[src/i2c_pkg.sv]
package i2c_pkg;

	typedef logic [6:0] dev_addr_t;
	typedef logic [7:0] reg_addr_t;
	typedef logic [7:0] reg_data_t;

	typedef struct packed {
		dev_addr_t dev_addr;
		reg_addr_t reg_addr;
		reg_data_t data;
	} write_req_t;

	typedef enum logic [3:0] {
		M_IDLE,
		M_START,
		M_DEV_ADDR,
		M_RW,
		M_DEV_ACK,
		M_REG_ADDR,
		M_REG_ACK,
		M_WR_DATA,
		M_DATA_ACK,
		M_STOP
	} master_state_t;

	typedef enum logic [2:0] {
		T_IDLE,
		T_ADDR,
		T_ADDR_ACK,
		T_REG,
		T_REG_ACK,
		T_DATA,
		T_DATA_ACK,
		T_IGNORE
	} target_state_t;

	localparam int SCL_DIV       = 32;	// clk cycles per bus bit
	localparam int BITS_PER_XFER = 29;	// start + 3 x (8 + ack) + stop
	localparam int REG_DEPTH     = 256;

	localparam dev_addr_t TARGET_ADDR = 7'h3a;
	localparam logic      WRITE_BIT   = 1'b0;

	typedef logic [$clog2(SCL_DIV)-1:0] cnt_t;

	localparam cnt_t SCL_RISE_AT = cnt_t'(SCL_DIV / 4);
	localparam cnt_t HALF_AT     = cnt_t'(SCL_DIV / 2);	// ack sample point
	localparam cnt_t SCL_FALL_AT = cnt_t'(SCL_DIV * 3 / 4);
	localparam cnt_t BIT_END     = cnt_t'(SCL_DIV - 1);

endpackage

[src/i2c_bus_monitor.sv]
`timescale 1ns/1ps

module i2c_bus_monitor (
	input  logic clk,
	input  logic rstn,
	input  logic scl,
	input  logic sda,
	output logic sda_s,
	output logic scl_rise,
	output logic scl_fall,
	output logic bus_start,
	output logic bus_stop
);

	typedef struct packed {
		logic scl;
		logic sda;
	} lines_t;

	lines_t meta;
	lines_t sync;
	lines_t prev;

	always_ff @(posedge clk or negedge rstn) begin
		if (!rstn) begin
			meta <= '1;	// idle bus is high
			sync <= '1;
			prev <= '1;
		end else begin
			meta <= {scl, sda};
			sync <= meta;
			prev <= sync;
		end
	end

	assign sda_s    = sync.sda;
	assign scl_rise = sync.scl & ~prev.scl;
	assign scl_fall = ~sync.scl & prev.scl;

	// sda moving while scl stays high
	assign bus_start = sync.scl & prev.scl & prev.sda & ~sync.sda;
	assign bus_stop  = sync.scl & prev.scl & ~prev.sda & sync.sda;

endmodule

[src/i2c_write_master.sv]
`timescale 1ns/1ps

module i2c_write_master import i2c_pkg::*; (
	input  logic       clk,
	input  logic       rstn,
	input  logic       start,
	input  write_req_t req,
	output logic       busy,
	output logic       done,
	output logic       nack,
	output logic       scl,
	output logic       sda_low,
	input  logic       sda
);

	master_state_t state;
	cnt_t          cnt;
	logic [2:0]    bit_cnt;
	write_req_t    req_q;
	reg_data_t     sh;
	logic          tx_low;
	logic          last;
	logic          ack_state;

	assign busy      = state != M_IDLE;
	assign last      = cnt == BIT_END;
	assign ack_state = state inside {M_DEV_ACK, M_REG_ACK, M_DATA_ACK};

	always_comb begin
		case (state)
			M_DEV_ADDR, M_REG_ADDR, M_WR_DATA: tx_low = ~sh[7];	// msb first
			M_RW:                              tx_low = ~WRITE_BIT;
			default:                           tx_low = 1'b0;	// released for ack
		endcase
	end

	always_ff @(posedge clk or negedge rstn) begin
		if (!rstn) begin
			state   <= M_IDLE;
			cnt     <= '0;
			bit_cnt <= '0;
			scl     <= 1'b1;
			sda_low <= 1'b0;
			done    <= 1'b0;
			nack    <= 1'b0;
		end else begin
			done <= 1'b0;
			if (busy) begin
				cnt <= last ? '0 : cnt + 1'b1;
			end
			case (state)
				M_IDLE: begin
					scl     <= 1'b1;
					sda_low <= 1'b0;
					if (start) begin
						state <= M_START;
						nack  <= 1'b0;
					end
				end
				M_START: begin
					if (cnt == HALF_AT) begin
						sda_low <= 1'b1;	// start edge, scl still high
					end
					if (last) begin
						scl     <= 1'b0;
						bit_cnt <= 3'd6;
						state   <= M_DEV_ADDR;
					end
				end
				M_DEV_ADDR, M_RW, M_DEV_ACK, M_REG_ADDR, M_REG_ACK, M_WR_DATA,
				M_DATA_ACK: begin
					if (cnt == '0) begin
						sda_low <= tx_low;
					end
					if (cnt == SCL_RISE_AT) begin
						scl <= 1'b1;
					end
					if (ack_state && cnt == HALF_AT && sda) begin
						nack <= 1'b1;	// nobody pulled low
					end
					if (cnt == SCL_FALL_AT) begin
						scl <= 1'b0;
					end
					if (last) begin
						case (state)
							M_DEV_ADDR: begin
								bit_cnt <= bit_cnt - 1'b1;
								if (bit_cnt == '0) begin
									state <= M_RW;
								end
							end
							M_RW: state <= M_DEV_ACK;
							M_DEV_ACK: begin
								bit_cnt <= 3'd7;
								state   <= nack ? M_STOP : M_REG_ADDR;
							end
							M_REG_ADDR: begin
								bit_cnt <= bit_cnt - 1'b1;
								if (bit_cnt == '0) begin
									state <= M_REG_ACK;
								end
							end
							M_REG_ACK: begin
								bit_cnt <= 3'd7;
								state   <= nack ? M_STOP : M_WR_DATA;
							end
							M_WR_DATA: begin
								bit_cnt <= bit_cnt - 1'b1;
								if (bit_cnt == '0) begin
									state <= M_DATA_ACK;
								end
							end
							default: state <= M_STOP;	// data ack, either way
						endcase
					end
				end
				M_STOP: begin
					if (cnt == '0) begin
						sda_low <= 1'b1;
					end
					if (cnt == SCL_RISE_AT) begin
						scl <= 1'b1;
					end
					if (cnt == HALF_AT) begin
						sda_low <= 1'b0;	// stop edge
					end
					if (last) begin
						state <= M_IDLE;
						done  <= 1'b1;
					end
				end
				default: state <= M_IDLE;
			endcase
		end
	end

	// request copy and outgoing byte
	always_ff @(posedge clk) begin
		if (state == M_IDLE && start) begin
			req_q <= req;
		end
		if (last) begin
			case (state)
				M_START:   sh <= {req_q.dev_addr, WRITE_BIT};
				M_DEV_ACK: sh <= req_q.reg_addr;
				M_REG_ACK: sh <= req_q.data;
				default:   sh <= {sh[6:0], 1'b0};
			endcase
		end
	end

endmodule

[src/i2c_reg_target.sv]
`timescale 1ns/1ps

module i2c_reg_target import i2c_pkg::*; (
	input  logic      clk,
	input  logic      rstn,
	input  logic      sda_s,
	input  logic      scl_rise,
	input  logic      scl_fall,
	input  logic      bus_start,
	input  logic      bus_stop,
	output logic      sda_low,
	input  reg_addr_t rd_addr,
	output reg_data_t rd_data
);

	target_state_t state;
	logic [3:0]    bit_cnt;
	reg_data_t     shift;
	reg_addr_t     reg_q;
	reg_addr_t     rd_addr_q;
	reg_data_t     regs [REG_DEPTH];
	logic          rx_state;
	logic          bit_in;
	logic          byte_end;
	logic          addr_hit;
	logic          wr_en;

	assign rx_state = state inside {T_ADDR, T_REG, T_DATA};
	assign bit_in   = rx_state && scl_rise && bit_cnt != 4'd8;
	assign byte_end = rx_state && scl_fall && bit_cnt == 4'd8;	// fall after 8th bit
	assign addr_hit = shift == {TARGET_ADDR, WRITE_BIT};
	assign wr_en    = byte_end && state == T_DATA;

	always_ff @(posedge clk or negedge rstn) begin
		if (!rstn) begin
			state   <= T_IDLE;
			bit_cnt <= '0;
			sda_low <= 1'b0;
		end else if (bus_start) begin
			state   <= T_ADDR;
			bit_cnt <= '0;
			sda_low <= 1'b0;
		end else if (bus_stop) begin
			state   <= T_IDLE;
			bit_cnt <= '0;
			sda_low <= 1'b0;
		end else begin
			case (state)
				T_ADDR, T_REG, T_DATA: begin
					if (bit_in) begin
						bit_cnt <= bit_cnt + 1'b1;
					end
					if (byte_end) begin
						bit_cnt <= '0;
						if (state == T_ADDR && !addr_hit) begin
							state <= T_IGNORE;	// not us, or a read
						end else begin
							sda_low <= 1'b1;
							case (state)
								T_ADDR:  state <= T_ADDR_ACK;
								T_REG:   state <= T_REG_ACK;
								default: state <= T_DATA_ACK;
							endcase
						end
					end
				end
				T_ADDR_ACK, T_REG_ACK, T_DATA_ACK: begin
					if (scl_fall) begin
						sda_low <= 1'b0;	// end of ack bit
						case (state)
							T_ADDR_ACK: state <= T_REG;
							T_REG_ACK:  state <= T_DATA;
							default:    state <= T_IDLE;	// wait for stop
						endcase
					end
				end
				default: state <= state;	// idle and ignore wait for bus events
			endcase
		end
	end

	always_ff @(posedge clk) begin
		if (bit_in) begin
			shift <= {shift[6:0], sda_s};
		end
		if (byte_end && state == T_REG) begin
			reg_q <= shift;
		end
		rd_addr_q <= rd_addr;
		rd_data   <= regs[rd_addr_q];
	end

	always_ff @(posedge clk or negedge rstn) begin
		if (!rstn) begin
			for (int i = 0; i < REG_DEPTH; i++) begin
				regs[i] <= '0;
			end
		end else if (wr_en) begin
			regs[reg_q] <= shift;
		end
	end

endmodule

[src/i2c_write_top.sv]
`timescale 1ns/1ps

module i2c_write_top import i2c_pkg::*; (
	input  logic       clk,
	input  logic       rstn,
	input  logic       start,
	input  write_req_t req,
	output logic       busy,
	output logic       done,
	output logic       nack,
	input  reg_addr_t  rd_addr,
	output reg_data_t  rd_data,
	output logic       scl,
	output logic       sda
);

	logic sda_low_m;
	logic sda_low_t;
	logic sda_s;
	logic scl_rise;
	logic scl_fall;
	logic bus_start;
	logic bus_stop;

	assign sda = ~(sda_low_m | sda_low_t);	// wired-and, pulled up when released

	i2c_write_master u_master (
		.clk     (clk),
		.rstn    (rstn),
		.start   (start),
		.req     (req),
		.busy    (busy),
		.done    (done),
		.nack    (nack),
		.scl     (scl),
		.sda_low (sda_low_m),
		.sda     (sda)
	);

	i2c_bus_monitor u_monitor (
		.clk       (clk),
		.rstn      (rstn),
		.scl       (scl),
		.sda       (sda),
		.sda_s     (sda_s),
		.scl_rise  (scl_rise),
		.scl_fall  (scl_fall),
		.bus_start (bus_start),
		.bus_stop  (bus_stop)
	);

	i2c_reg_target u_target (
		.clk       (clk),
		.rstn      (rstn),
		.sda_s     (sda_s),
		.scl_rise  (scl_rise),
		.scl_fall  (scl_fall),
		.bus_start (bus_start),
		.bus_stop  (bus_stop),
		.sda_low   (sda_low_t),
		.rd_addr   (rd_addr),
		.rd_data   (rd_data)
	);

endmodule

[config.mk]
export PLATFORM = sky130hd
export DESIGN_NAME = i2c_write_top
export DESIGN_NICKNAME = d
export VERILOG_FILES = /design/src/i2c_pkg.sv /design/src/i2c_bus_monitor.sv /design/src/i2c_write_master.sv /design/src/i2c_reg_target.sv /design/src/i2c_write_top.sv
export SDC_FILE = /design/constraint.sdc
export NUM_CORES = 2
export LEC_CHECK = 0
export BUFFER_PORTS_ARGS = -buffer_cell sky130_fd_sc_hd__buf_2
export CAP_MARGIN = 20
export CORE_UTILIZATION = 40
export DETAILED_ROUTE_END_ITERATION = 10
export SLEW_MARGIN = 40
export SYNTH_ARGS = -nofsm -noshare
export SYNTH_HDL_FRONTEND = slang
export SYNTH_SLANG_ARGS = --single-unit
[constraint.sdc]
create_clock -name clk -period 4.3 [get_ports clk]
set_clock_uncertainty 0.05 [all_clocks]
set_input_delay 0.43 -clock clk [delete_from_list [all_inputs] [get_ports clk]]
set_output_delay 0.43 -clock clk [all_outputs]
set_load 0.1 [all_outputs]
==> flow_summary.ini <==
[yosys]
synth_nets = 6404
syn_inst = 6363
yosysTopAreaCellShare_pct = 52.8
synth_area_sq_um = 98200
synth.area.top_cells = dfrtp_1 53%, mux2_2 22%, mux4_2 10%, mux2i_1 1.5%, edfxtp_1 1.4%
synth_common_cells = 2071 x dfrtp_1, 1905 x mux2_2, 434 x mux4_2
yosysSeqAreaShare_pct = 54.7
synth_seq_cells = 2141
synth.most_common_cell = dfrtp_1
netlist-cell-type-count = 88
synth_warnings = 0
synth_edf_count = 47
async_flop_share_pct = 97.1
synth_top_area_cell = dfrtp_1
syn_area_per_cell_sq_um = 15.4
ys.flop_type = dfrtp_1

[die]
io_pins = 47
die_area_sq_um = 247000
die_w_um = 497
initial_utilization_pct = 40.3
die_y_um = 497
core-area_sq_um = 244000
placementRows = 181

[power_and_ir_drop]
switchingPower_mw = 12.6
seqPwrFrac_pct = 45.2
p_sw_share_pct = 27.4
ir_drop_uv = 507
pwr-share-clk_pct = 43.5
combPwrFrac_pct = 11.3
p_int_mw = 33.3
p_leak_nw = 53.3
p_per_area_nw_per_um2 = 413

[timing]
finalSetupTns_ns = 0
rsz0062_at_grt = false
fin_crit_sh_pct = 97.1
hold_ws_ns = 0.102
fmax_mhz = 239
finalHoldViolations = 0
tightestPinTransition_ns = 0.975
setup_violations = 0
finalCriticalPeriod_ns = 4.18
finalMaxSlewViolations = 0
timing.slew.headroom_pct = 34.6

[clock_network]
clk_latency_ns = 0.89
cts_tree = done
cts.clk_slew.worst_paths_ns = 0.06
numCtsBuffers = 222
clk_path_buf_depth = 3
cts.sinks = 2141
h-tree-depth = 4
cts_resized = 0
post_cts_buffers = 0
holdBufCountCts = 33
cts-root-buf = clkbuf_16

[routing]
detail-route-antenna-nets = 0
drt-pass1-iter-count = 8
avgViaCountPerCell = 5.78
wl_per_cell_um = 27.7
drc = 0
vias = 57000
drt_first_iter_violations = 4119
routed_wl_um = 273000

[placed_design]
globalplace.congestion = 0.840
dpl.hpwl_um = 174000
dp.cells = 9407
port_buffers = 46
placed_area_sq_um = 103000

[critical_path]
path_class = register to register
cp_slowest_cell = nor3_1
crit_arrival_ns = 4.84
critPathCaptureType = register
cp.required_ns = 4.97
path_cells = buf_12, buf_12, buf_4, mux4_2, a22oi_1, a21oi_1, nor3_1, o21ai_1, and3_1
cpMostUsedCell = buf_12
critPathMaxStageDelay_ns = 0.73
crit_fanout = 17
crit_path_start_kind = register

[run_status]
status = completed

[global_routing]
grt_pass1_vias = 60500
antenna_found_initial = 6
gr-total-overflow = 0
grt_max_degree = 171
grt_usage_pct = 22.1
grt_pass1_wl_um = 412000

[finish]
nFillCells = 21300
stdcell_count = 9858
syn2layout_area_growth_pct = 13.1
drive_gt1_share_pct = 49.3
register_area_sq_um = 53800
final_nets = 6509
fin_area_sq_um = 111000
multiInputGateArea_sq_um = 42200

[hold_path]
min_path_type = primary input to async pin

[job]
cap_violations = 0
## power by group through the flow
stage	registers [mW]	logic (mW)	clock network (mW)
final	20.7	5.17	19.9
after detailed placement	21.1	5.08	0
after floorplan	21.1	2.80	0
after CTS	20.7	5.11	20.3
after global routing	20.8	5.56	21.1
after global placement	21.1	4.97	0
## layer usage
layer	routed length [um]	global-route usage (%)
met5	0	0
met4	7930	6.64
met3	12000	3.06
met2	131000	35.4
met1	123000	31.2
## flip-flops by register name, indices dropped and copies added, names as in the netlist, 2 cells and up
register,cells
u_monitor.prev,2
u_target.shift,8
u_master.state,4
u_master.bit_cnt,3
u_target.state,3
u_target.bit_cnt,4
u_target.reg_q,8
u_master.sh,8
u_target.rd_data,8
u_target.rd_addr_q,8
u_monitor.meta,2
u_master.cnt,5
u_target.regs,2048
u_master.req_q,23
## cells by family (layout without fill, tap and decap cells)
family	count (synthesis)	in the layout	synth area share [%]
other	0	4	0
flip-flops	2141	2141	54.7
AND/OR/NAND/NOR	558	558	3.83
adder cells (fa/ha/maj)	7	7	0.0892
AO/OA/AOI/OAI	530	530	3.63
multiplexers	2639	2639	35.2
XOR/XNOR	5	5	0.0446
buffers and inverters	483	772	2.45
## worst max-delay path: cells and delay by family (launching register included)
kind	cells	cell delay, ns
DFF	1	0.44
and+or+nand+nor	2	1.10
muxes	1	0.54
AOI/OAI and AO/OA	3	1.09
buffers and inverters	3	0.74
## cell type report
type / instances / share of cell area [%]
diodes: 4 / 0.00901
inverters: 17 / 0.0575
multi-input cells: 3739 / 38.0
repair buffers: 347 / 3.16
well taps: 3202 / 3.61
clock inverters: 72 / 0.908
flip-flops and latches: 2141 / 48.4
clock buffers: 336 / 5.87
## path summary, 6_finish.rpt
kind | to | cells past startpoint | slack (ns) | from
worst min register to register | u_monitor.sda_s | 0 | 0.30 | u_monitor.meta[0]
worst max-delay path | u_target.rd_data[4] | 9 | 0.12 | u_target.rd_addr_q[0]
worst min-delay path | u_target.regs[309] | 3 | 0.10 | rstn
min in group clk | u_target.rd_addr_q[7] | 2 | 0.14 | rd_addr[7]
max in group asynchronous | u_target.regs[548] | 5 | 2.77 | rstn
worst max register to register | u_target.rd_data[4] | 9 | 0.12 | u_target.rd_addr_q[0]
## stage by stage
stage / worst slack (ns) / util (%) / total power, mW
after floorplan: 1.78 / - / 23.9
after global placement: 0.0301 / 42.2 / 26.1
after detailed placement: 0.219 / 42.3 / 26.2
after CTS: 0.193 / 45.5 / 46.2
after global routing: 0.237 / 45.6 / 47.4
final: 0.124 / 45.6 / 45.8
## cell usage in the layout (no fill, tap or decap), types with 45 or more instances in the layout
cell type / count
dfrtp_1: 2070
mux2_2: 1905
mux4_2: 434
clkbuf_16: 227
buf_4: 199
a22oi_1: 168
mux2i_1: 145
a21oi_1: 143
nand2_1: 131
mux2_1: 115
nor2_2: 77
clkbuf_1: 66
nor2_1: 59
buf_12: 57
o21ai_0: 48
nand2_2: 47
edfxtp_1: 47
o22ai_1: 45
buf_2: 45
Note: power is estimated with default switching activity, not from simulation.
